===== src/source/pf_cfg_pkg.sv =====
`default_nettype none

package pf_cfg_pkg;

    // fetch word address
    localparam int ADDR_W = 32;

    // tables are indexed by the low address bits, no tags
    localparam int IDX_W         = 6;
    localparam int TABLE_ENTRIES = 1 << IDX_W;

    // prefetch queue
    localparam int QUEUE_DEPTH = 4;
    localparam int QPTR_W      = $clog2(QUEUE_DEPTH);
    localparam int QCNT_W      = $clog2(QUEUE_DEPTH + 1);

    // four words per cache line
    localparam int LINE_OFS_W = 2;
    localparam int LINE_W     = ADDR_W - LINE_OFS_W;

endpackage

`default_nettype wire


===== src/source/pf_types_pkg.sv =====
`default_nettype none

package pf_types_pkg;

    import pf_cfg_pkg::*;

    // 2-bit saturating counter, upper bit is the decision
    typedef logic [1:0] ctr_t;

    localparam ctr_t CTR_STRONG_NO  = 2'b00;
    localparam ctr_t CTR_WEAK_NO    = 2'b01;
    localparam ctr_t CTR_WEAK_YES   = 2'b10;
    localparam ctr_t CTR_STRONG_YES = 2'b11;

    // next-address table entry
    typedef struct packed {
        logic [ADDR_W-1:0] next_addr;
        logic              valid;
        ctr_t              jump_ctr;
    } next_entry_t;

    localparam next_entry_t NEXT_ENTRY_RESET = '{
        next_addr: '0,
        valid:     1'b0,
        jump_ctr:  CTR_STRONG_NO
    };

    // usefulness starts just above the threshold
    localparam ctr_t USEFUL_RESET = CTR_WEAK_YES;

endpackage

`default_nettype wire


===== src/source/pf_table.sv =====
`timescale 1ns/1ps
`default_nettype none

module pf_table
    import pf_cfg_pkg::*;
#(
    parameter type    entry_t = logic [1:0],
    parameter entry_t INIT    = '0
) (
    input  logic             clk,
    input  logic             rst_n,

    input  logic [IDX_W-1:0] rd_idx,
    output entry_t           rd_data,

    input  logic             wr_en,
    input  logic [IDX_W-1:0] wr_idx,
    input  entry_t           wr_data
);

    entry_t mem [TABLE_ENTRIES];

    // whole array back to the initial entry
    always_ff @(posedge clk or negedge rst_n) begin
        if (!rst_n) begin
            for (int i = 0; i < TABLE_ENTRIES; i++) begin
                mem[i] <= INIT;
            end
        end else if (wr_en) begin
            mem[wr_idx] <= wr_data;
        end
    end

    // registered read, write-first on a same-index collision
    always_ff @(posedge clk) begin
        if (wr_en && (wr_idx == rd_idx)) begin
            rd_data <= wr_data;
        end else begin
            rd_data <= mem[rd_idx];
        end
    end

    a_wr_idx_known: assert property (
        @(posedge clk) disable iff (!rst_n)
        wr_en |-> !$isunknown(wr_idx)
    );

endmodule

`default_nettype wire


===== src/source/next_line_predictor.sv =====
`timescale 1ns/1ps
`default_nettype none

module next_line_predictor
    import pf_cfg_pkg::*;
    import pf_types_pkg::*;
(
    input  logic              clk,
    input  logic              rst_n,

    input  logic              fetch_valid,
    input  logic [ADDR_W-1:0] fetch_addr,

    input  logic              useful_upd,
    input  logic [ADDR_W-1:0] useful_addr,
    input  logic              useful_hit,

    input  logic              anneal_miss,
    input  logic [ADDR_W-1:0] anneal_addr,
    input  logic              anneal_demand,

    output logic              pred_valid,
    output logic [ADDR_W-1:0] pred_addr
);

    function automatic ctr_t ctr_step(ctr_t c, logic up);
        ctr_t n;
        n = c;
        if (up) begin
            if (c != CTR_STRONG_YES) begin
                n = c + 2'd1;
            end
        end else begin
            if (c != CTR_STRONG_NO) begin
                n = c - 2'd1;
            end
        end
        return n;
    endfunction

    // lookup stage, one cycle after the fetch strobe
    logic              s1_valid;
    logic [ADDR_W-1:0] s1_addr;
    logic              s1_no_pred;

    // previous fetch and its entry, for training
    logic              last_valid;
    logic [ADDR_W-1:0] last_addr;
    next_entry_t       prev_entry;

    next_entry_t       nt_rd_data;
    next_entry_t       nt_wr_data;
    next_entry_t       cur_entry;
    logic              nt_wr_en;
    logic [IDX_W-1:0]  nt_wr_idx;
    logic              jump;

    ctr_t              ut_rd_data;
    ctr_t              ut_wr_data;
    logic [IDX_W-1:0]  ut_rd_idx;
    logic [IDX_W-1:0]  ut_wr_idx;
    logic              ut_wr_en;

    // read-modify-write of the usefulness counters
    logic              ann_rd;
    logic              ann_wr;
    logic [IDX_W-1:0]  ann_idx;
    logic              usf_rd;
    logic              usf_wr;
    logic [IDX_W-1:0]  usf_idx;
    logic              usf_hit;

    logic              pred_hit;
    logic [ADDR_W-1:0] pred_next;

    assign ann_rd = anneal_miss && !anneal_demand;
    // an anneal read or write owns the usefulness ports, the update is lost
    assign usf_rd = useful_upd && !ann_rd && !ann_wr;

    always_comb begin
        if (ann_rd) begin
            ut_rd_idx = anneal_addr[IDX_W-1:0];
        end else if (usf_rd) begin
            ut_rd_idx = useful_addr[IDX_W-1:0];
        end else begin
            ut_rd_idx = fetch_addr[IDX_W-1:0];
        end
    end

    assign ut_wr_en   = ann_wr || usf_wr;
    assign ut_wr_idx  = ann_wr ? ann_idx : usf_idx;
    assign ut_wr_data = ctr_step(ut_rd_data, !ann_wr && usf_hit);

    // training of the previous fetch's entry
    assign jump      = (s1_addr != last_addr + 1'b1);
    assign nt_wr_en  = s1_valid && last_valid;
    assign nt_wr_idx = last_addr[IDX_W-1:0];

    always_comb begin
        nt_wr_data.next_addr = s1_addr;
        nt_wr_data.valid     = 1'b1;
        if (prev_entry.valid) begin
            nt_wr_data.jump_ctr = ctr_step(prev_entry.jump_ctr, jump);
        end else begin
            nt_wr_data.jump_ctr = jump ? CTR_WEAK_YES : CTR_WEAK_NO;
        end
    end

    // aliased write in the lookup cycle
    assign cur_entry = (nt_wr_en && (nt_wr_idx == s1_addr[IDX_W-1:0])) ? nt_wr_data : nt_rd_data;

    always_comb begin
        pred_hit  = 1'b0;
        pred_next = s1_addr + 1'b1;
        if (s1_valid && !s1_no_pred) begin
            if (!cur_entry.valid) begin
                pred_hit = 1'b1;
            end else if (ut_rd_data[1]) begin
                pred_hit = 1'b1;
                if (cur_entry.jump_ctr[1]) begin
                    pred_next = cur_entry.next_addr;
                end
            end
        end
    end

    always_ff @(posedge clk or negedge rst_n) begin
        if (!rst_n) begin
            s1_valid   <= 1'b0;
            s1_no_pred <= 1'b0;
            last_valid <= 1'b0;
            ann_wr     <= 1'b0;
            usf_wr     <= 1'b0;
            pred_valid <= 1'b0;
        end else begin
            s1_valid   <= fetch_valid;
            s1_no_pred <= ann_rd || usf_rd;
            ann_wr     <= ann_rd;
            usf_wr     <= usf_rd;
            pred_valid <= pred_hit;
            if (s1_valid) begin
                last_valid <= 1'b1;
            end
        end
    end

    always_ff @(posedge clk) begin
        if (fetch_valid) begin
            s1_addr <= fetch_addr;
        end
        ann_idx   <= anneal_addr[IDX_W-1:0];
        usf_idx   <= useful_addr[IDX_W-1:0];
        usf_hit   <= useful_hit;
        pred_addr <= pred_next;
        if (s1_valid) begin
            last_addr  <= s1_addr;
            prev_entry <= cur_entry;
        end
    end

    pf_table #(
        .entry_t (next_entry_t),
        .INIT    (NEXT_ENTRY_RESET)
    ) i_next_table (
        .clk     (clk),
        .rst_n   (rst_n),
        .rd_idx  (fetch_addr[IDX_W-1:0]),
        .rd_data (nt_rd_data),
        .wr_en   (nt_wr_en),
        .wr_idx  (nt_wr_idx),
        .wr_data (nt_wr_data)
    );

    pf_table #(
        .entry_t (ctr_t),
        .INIT    (USEFUL_RESET)
    ) i_useful_table (
        .clk     (clk),
        .rst_n   (rst_n),
        .rd_idx  (ut_rd_idx),
        .rd_data (ut_rd_data),
        .wr_en   (ut_wr_en),
        .wr_idx  (ut_wr_idx),
        .wr_data (ut_wr_data)
    );

    a_pred_after_fetch: assert property (
        @(posedge clk) disable iff (!rst_n)
        pred_valid |-> $past(fetch_valid, 2)
    );

endmodule

`default_nettype wire


===== src/source/prefetch_queue.sv =====
`timescale 1ns/1ps
`default_nettype none

module prefetch_queue
    import pf_cfg_pkg::*;
(
    input  logic              clk,
    input  logic              rst_n,

    input  logic              push,
    input  logic [ADDR_W-1:0] push_addr,

    input  logic              pop,
    output logic [ADDR_W-1:0] head_addr,
    output logic              empty,

    output logic              drop
);

    logic [ADDR_W-1:0] mem [QUEUE_DEPTH];
    logic [QPTR_W-1:0] wr_ptr;
    logic [QPTR_W-1:0] rd_ptr;
    logic [QCNT_W-1:0] count;
    logic              full;
    logic              do_push;
    logic              do_pop;

    assign empty     = (count == '0);
    assign full      = (count == QCNT_W'(QUEUE_DEPTH));
    assign head_addr = mem[rd_ptr];

    // a pop in the same cycle frees the slot for the push
    assign do_push = push && (!full || pop);
    assign do_pop  = pop && !empty;

    always_ff @(posedge clk or negedge rst_n) begin
        if (!rst_n) begin
            wr_ptr <= '0;
            rd_ptr <= '0;
            count  <= '0;
            drop   <= 1'b0;
        end else begin
            drop <= push && full && !pop;
            if (do_push) begin
                if (wr_ptr == QPTR_W'(QUEUE_DEPTH - 1)) begin
                    wr_ptr <= '0;
                end else begin
                    wr_ptr <= wr_ptr + 1'b1;
                end
            end
            if (do_pop) begin
                if (rd_ptr == QPTR_W'(QUEUE_DEPTH - 1)) begin
                    rd_ptr <= '0;
                end else begin
                    rd_ptr <= rd_ptr + 1'b1;
                end
            end
            if (do_push && !do_pop) begin
                count <= count + 1'b1;
            end else if (do_pop && !do_push) begin
                count <= count - 1'b1;
            end
        end
    end

    always_ff @(posedge clk) begin
        if (do_push) begin
            mem[wr_ptr] <= push_addr;
        end
    end

    a_no_pop_empty: assert property (
        @(posedge clk) disable iff (!rst_n)
        pop |-> !empty
    );

endmodule

`default_nettype wire


===== src/source/prefetch_issuer.sv =====
`timescale 1ns/1ps
`default_nettype none

module prefetch_issuer
    import pf_cfg_pkg::*;
(
    input  logic              clk,
    input  logic              rst_n,

    input  logic              q_empty,
    input  logic [ADDR_W-1:0] q_addr,
    output logic              q_pop,

    input  logic              l2_busy,
    output logic              l2_req,
    output logic [LINE_W-1:0] l2_addr
);

    logic [LINE_W-1:0] q_line;
    logic [LINE_W-1:0] last_line;
    logic              last_valid;
    logic              repeat_line;

    assign q_pop  = !q_empty && !l2_busy;
    assign q_line = q_addr[ADDR_W-1:LINE_OFS_W];

    // same line as the last one sent, no new request
    assign repeat_line = last_valid && (q_line == last_line);

    always_ff @(posedge clk or negedge rst_n) begin
        if (!rst_n) begin
            l2_req     <= 1'b0;
            last_valid <= 1'b0;
            last_line  <= '0;
        end else begin
            l2_req <= q_pop && !repeat_line;
            if (q_pop) begin
                last_valid <= 1'b1;
                last_line  <= q_line;
            end
        end
    end

    always_ff @(posedge clk) begin
        if (q_pop) begin
            l2_addr <= q_line;
        end
    end

    a_req_not_busy: assert property (
        @(posedge clk) disable iff (!rst_n)
        l2_req |-> $past(!l2_busy)
    );

endmodule

`default_nettype wire


===== src/source/prefetch_top.sv =====
`timescale 1ns/1ps
`default_nettype none

module prefetch_top
    import pf_cfg_pkg::*;
(
    input  logic              clk,
    input  logic              rst_n,

    input  logic              fetch_valid,
    input  logic [ADDR_W-1:0] fetch_addr,

    input  logic              useful_upd,
    input  logic [ADDR_W-1:0] useful_addr,
    input  logic              useful_hit,

    input  logic              anneal_miss,
    input  logic [ADDR_W-1:0] anneal_addr,
    input  logic              anneal_demand,

    output logic              l2_req,
    output logic [LINE_W-1:0] l2_addr,
    input  logic              l2_busy,

    output logic              pf_drop
);

    logic              pred_valid;
    logic [ADDR_W-1:0] pred_addr;
    logic              q_empty;
    logic [ADDR_W-1:0] q_addr;
    logic              q_pop;

    next_line_predictor i_predictor (
        .clk           (clk),
        .rst_n         (rst_n),
        .fetch_valid   (fetch_valid),
        .fetch_addr    (fetch_addr),
        .useful_upd    (useful_upd),
        .useful_addr   (useful_addr),
        .useful_hit    (useful_hit),
        .anneal_miss   (anneal_miss),
        .anneal_addr   (anneal_addr),
        .anneal_demand (anneal_demand),
        .pred_valid    (pred_valid),
        .pred_addr     (pred_addr)
    );

    prefetch_queue i_queue (
        .clk       (clk),
        .rst_n     (rst_n),
        .push      (pred_valid),
        .push_addr (pred_addr),
        .pop       (q_pop),
        .head_addr (q_addr),
        .empty     (q_empty),
        .drop      (pf_drop)
    );

    prefetch_issuer i_issuer (
        .clk     (clk),
        .rst_n   (rst_n),
        .q_empty (q_empty),
        .q_addr  (q_addr),
        .q_pop   (q_pop),
        .l2_busy (l2_busy),
        .l2_req  (l2_req),
        .l2_addr (l2_addr)
    );

endmodule

`default_nettype wire


===== config.mk =====
export PLATFORM = sky130hd
export DESIGN_NAME = prefetch_top
export DESIGN_NICKNAME = d
export VERILOG_FILES = /design/src/source/pf_cfg_pkg.sv /design/src/source/pf_types_pkg.sv /design/src/source/pf_table.sv /design/src/source/next_line_predictor.sv /design/src/source/prefetch_queue.sv /design/src/source/prefetch_issuer.sv /design/src/source/prefetch_top.sv
export SDC_FILE = /design/constraint.sdc
export NUM_CORES = 2
export LEC_CHECK = 0
export CAP_MARGIN = 20
export CORE_ASPECT_RATIO = 1.1
export CORE_MARGIN = 3
export CORE_UTILIZATION = 60
export CTS_BUF_LIST = sky130_fd_sc_hd__clkbuf_8
export DETAILED_ROUTE_END_ITERATION = 12
export DONT_BUFFER_PORTS = 1
export PLACE_DENSITY_LB_ADDON = 0.08
export REMOVE_ABC_BUFFERS = 1
export SLEW_MARGIN = 20
export SYNTH_ARGS = -nofsm -noshare
export SYNTH_HDL_FRONTEND = slang
export SYNTH_HIERARCHICAL = 1
export SYNTH_SLANG_ARGS = --single-unit

===== constraint.sdc =====
create_clock -name clk -period 3 [get_ports clk]
set_input_delay 0.3 -clock clk [delete_from_list [all_inputs] [get_ports clk]]
set_output_delay 0.3 -clock clk [all_outputs]
set_load 0.01 [all_outputs]

Word-level counts from Yosys, hierarchy flattened
Memory sizes are Yosys's and may differ from the RTL's.
Cells that the tools add are included.
{ "totals": {"out_inout_bits": 32, "ramBits": 128, "reg_bits": 2593, "mem_count": 1, "in_bits": 104, "word_cells": 390} }
{ "mem_list": {"columns": ["memory", "words", "word_bits", "read_ports", "rd_ports_with_merged_regs", "write_ports", "line", "source"], "rows": [
  ["i_queue.mem", 4, 32, 1, 0, 1, "prefetch_queue.sv:20", "logic [ADDR_W-1:0] mem [QUEUE_DEPTH];"]
]} }
{ "classes": {"reduce_logical": 38, "muxes": 39, "n_eq_ne": 10, "add_sub_neg": 10, "n_lt_le_gt_ge": 6, "bitwise_logic": 4} }
{ "ops": {"columns": ["cell", "n"], "rows": [
  ["2240-bit bitwise mux", 1],
  ["35-bit binary-select mux with 6-bit select", 1],
  ["35-bit demux with 6-bit select", 1],
  ["35-bit 2-to-1 mux", 5],
  ["128-bit bitwise mux", 1],
  ["32-bit 2-to-1 mux", 4],
  ["32-bit by 1-bit adder with 32-bit output, second input constant", 2],
  ["32-bit != test", 1],
  ["30-bit == test", 1],
  ["7-bit greater-or-equal comparator, second input constant", 4],
  ["2-bit 2-to-1 mux", 14],
  ["6-bit NOT with 7-bit output", 4],
  ["1-bit logical AND", 20],
  ["6-bit == test", 3],
  ["6-bit 2-to-1 mux", 3],
  ["7-bit by 1-bit less-than comparator with 1-bit output, second input constant", 2],
  ["2-bit binary-select mux with 6-bit select", 1],
  ["2-bit demux with 6-bit select", 1],
  ["1-bit zero test", 11],
  ["2-bit by 1-bit adder with 2-bit output, second input constant", 4],
  ["3-bit 2-to-1 mux", 2],
  ["2-bit nonzero test", 3],
  ["1-bit 2-to-1 mux", 5],
  ["2-bit == test, second input constant", 2],
  ["7 further kinds", 11]
]} }

Logic depth before layout (Yosys ltp)
{ "logic_depth": {"word_depth": 12, "mapped_depth": 14, "depth_no_buf": 11} }

Hierarchy
The synthesis kept the hierarchy.
{ "modules_own_cells": {"columns": ["module", "cells_each", "area_per_inst_um2", "n_inst", "seq_area_each_um2"], "rows": [
  ["pf_table (i_predictor.i_next_table)", 7261, 104203.7, 1, 56754.4],
  ["pf_table (i_predictor.i_useful_table)", 502, 6530.0, 1, 3323.2],
  ["next_line_predictor", 563, 5799.3, 1, 3062.9],
  ["prefetch_queue", 207, 5097.4, 1, 4043.9],
  ["prefetch_issuer", 140, 2423.6, 1, 1701.6]
]} }

Worst setup path before layout
OpenSTA, ideal clock, no wires.
{ "synth_timing": {"kind": "register -> register", "startpoint": "reg i_predictor.last_addr[0]", "endpoint": "reg i_predictor/i_next_table/mem[1926] (netlist name)", "setup_time_ns": 0.125, "t_arrival_ns": 3.193, "path_slack_ns": -0.318, "period_less_slack_ns": 3.318, "n_path_buf": 2, "path_stages_with_launch": 14, "required_time_ns": 2.875, "path_cell_list": "edfxtp_1 > ha_1 > nand4_2 > nor4_2 > xnor2_1 > or4_4 > nor4_2 > nand4_1 > nor4_2 > a21boi_1 > or2_1 > clkbuf_1 > clkbuf_1 > mux2_2"} }
{ "synth_rtl": {"columns": ["element", "line", "source"], "rows": [
  ["from (decl)", "next_line_predictor.sv:48", "logic [ADDR_W-1:0] last_addr;"],
  ["from (signal assigned)", "next_line_predictor.sv:156", "last_addr <= s1_addr;"],
  ["to (signal, indexed assignment)", "pf_table.sv:30", "mem[wr_idx] <= wr_data;"],
  ["to (decl)", "pf_table.sv:21", "entry_t mem [TABLE_ENTRIES];"]
]} }

==> flow_summary.ini <==
[routing]
wire_per_inst_um = 29.5
routed_wl_mm = 338
drc = 0
top_layer = met5
wl_met3_mm = 18.2
drt-vias-per-instance = 6.37
first_pass_iters = 6
final_antenna_net_count = 0
met1Wirelength_mm = 139
vias = 73000
drtIter0Drc = 6107
met2_wirelength_mm = 161

[setup_path]
path_cells = buf_6 -> and2_4 -> nand3_2 -> or2_4 -> or4_4 -> a31oi_4 -> buf_4 -> nand4_1 -> nor4_4 -> buf_4 -> a21boi_2 -> or2_4 -> buf_12 -> mux2_2
cp_data_arrival_time_ns = 4.50
crit_type = flop to flop
critical_path.slowest_cell = or4_4
max_stage_delay_ns = 0.50
path_max_fanout = 34
required_ns = 3.94
cpLargestDelayFamily = simple AND/OR/NAND/NOR gates
endpoint_kind = flop
path_buf_inv = 4
startpoint_type = flop

[timing]
max_slew_margin_pct = 21.9
clock.fmax_mhz = 281
hold_viol_final = 331
final_max_slew_viol_count = 0
skew_ns = 0.0616
fin_ws_ns = -0.562
fin_setup_tns_ns = -65.18
rsz0062_at_grt = true
setup_viol = 132
holdWs_ns = -1.05
fin_crit_ns = 3.56
period_share_pct = 119
tightest_slew_ns = 1.17

[finish]
finalNonFillerCells = 11500
num-nets-final = 8662
finish.instance_area_mm2 = 0.134
syn2layout_area_growth_pct = 13.4
drive_gt1_share_pct = 40.7

[global_routing]
grt_usage_pct = 33.3
antenna_found_initial = 18
grt_remaining_overflow = 0
grt_pass1_vias = 76900
grt_pass1_wl_mm = 502
grt_max_degree = 235

[logic_synthesis]
yosysWarnings = 6
syn_area_per_cell_um2 = 14.3
syn_inst = 8274
netlist_area_mm2 = 0.118

[run_status]
status = complete, but fails checks
violations = negative hold slack, negative setup slack

[clock_network]
numCtsBuffers = 428
root_buffer = clkbuf_8
cts.reportedPaths.clkPinSlew_ns = 0.06
clk_path_buf_depth = 4
cts_tree = yes
clkSinkCount = 2581
clk_latency_ns = 1.12
htree_num_levels = 5

[placement]
placed_area_mm2 = 0.123
dp.cells = 10600
placement.io_buffers = 0
dp_hpwl_mm = 195
gp_congestion = 0.865
pre_cts_slack_ns = -1.92

[floorplan]
dieArea_mm2 = 0.202
die_x_um = 429
chipHeight_um = 471
core-area_mm2 = 0.195
rows = 170
start_util_pct = 60.4
pin_count = 136

[worst_hold_path]
min_path_type = primary input to async pin

[pwr]
max-vdd-ir-drop_mv = 0.541
leakagePower_nw = 62.8
p_per_area_mw_per_mm2 = 703

[flow_run]
drv_cap = 0
## state kept, by name, summed over array words and instances (netlist names), 3 cells and up
register and flops:
i_issuer/last_line 30, i_predictor/i_useful_table/mem 128, i_predictor/ann_idx 6, i_predictor/i_next_table/mem 2112
i_predictor/prev_entry 3, i_queue/mem 120, i_predictor/usf_idx 6, i_predictor/last_addr 32
i_queue/count 3, i_predictor/pred_addr 30, i_predictor/i_next_table/rd_data 33, i_issuer/l2_addr 30
i_predictor/s1_addr 32
## metal layers
| layer | track usage, % | vias to the layer above |
|---|---|---|
| li1 | - | 31000 |
| met1 | 43.8 | 39000 |
| met2 | 53.9 | 2295 |
| met3 | 5.22 | 702 |
| met4 | 17.3 | 6 |
| met5 | 0 | - |
## repair_timing
| action | CTS | global route |
|---|---|---|
| endpoints found under the hold margin | 954 | 768 |
| gates resized for setup | 47 | 91 |
| pin swaps | 0 | 10 |
| hold buffers | 94 | 6 |
| gates cloned | 9 | 5 |
| setup buffers | 6 | 7 |
| setup endpoints to repair | 378 | 148 |
## power by group
part / internal [mW] / switching, mW
clock: 16.7 / 13.9
combinational: 9.20 / 7.95
sequential: 42.4 / 3.86
## path summary, 6_finish.rpt
| kind | startpoint | endpoint | slack [ns] | cells after the start |
|---|---|---|---|---|
| max | i_predictor/last_addr[0]$_DFFE_PP_ | i_predictor/i_next_table/mem[1681]$_DFFE_PN0P_ | -0.56 | 14 |
| min | rst_n | i_predictor/i_next_table/mem[1420]$_DFFE_PN0P_ | -1.05 | 0 |
| max reg2reg | i_predictor/last_addr[0]$_DFFE_PP_ | i_predictor/i_next_table/mem[1681]$_DFFE_PN0P_ | -0.56 | 14 |
| min reg2reg | i_issuer/last_valid$_DFFE_PN0P_ | i_issuer/last_valid$_DFFE_PN0P_ | 0.47 | 1 |
| max in group asynchronous | rst_n | i_predictor/i_useful_table/mem[69]$_DFFE_PN1P_ | 0.50 | 5 |
| min in group clk | fetch_valid | i_predictor/s1_valid$_DFF_PN0_ | 0.09 | 2 |
## per-stage QoR
step | utilization, % | hold WS, ns | power (mW)
floorplan | - | 0.00441 | 57.0
global placement | 63.0 | 0.0190 | 62.3
detailed placement | 63.0 | 0.0189 | 63.4
CTS | 68.1 | -1.18 | 94.4
global route | 68.5 | -1.14 | 98.5
finish | 68.5 | -1.05 | 94.1
## cell type report
type / instances / area, um^2
clock buffer: 543 / 7470
clock inverter: 208 / 1030
sequential: 2581 / 65400
tap: 2580 / 3230
timing repair buffer: 617 / 7210
inverter: 12 / 45.0
fill: 13900 / 61500
multi-input combinational: 4909 / 49400
antenna: 5 / 12.5
## cells in the final DEF, fill, tap and decap left out, drive strengths merged, types with 78 or more instances in the layout
cell type and n:
nor2 145, dfrtp 2222, mux4 187, nand2 230
mux2i 883, dfxtp 78, edfxtp 217, a21oi 108
a22oi 361, inv 167, clkbuf 547, buf 514
nand3 183, dlygate4sd3 96, mux2 2267
No activity file was read; power rests on OpenSTA's default activity.
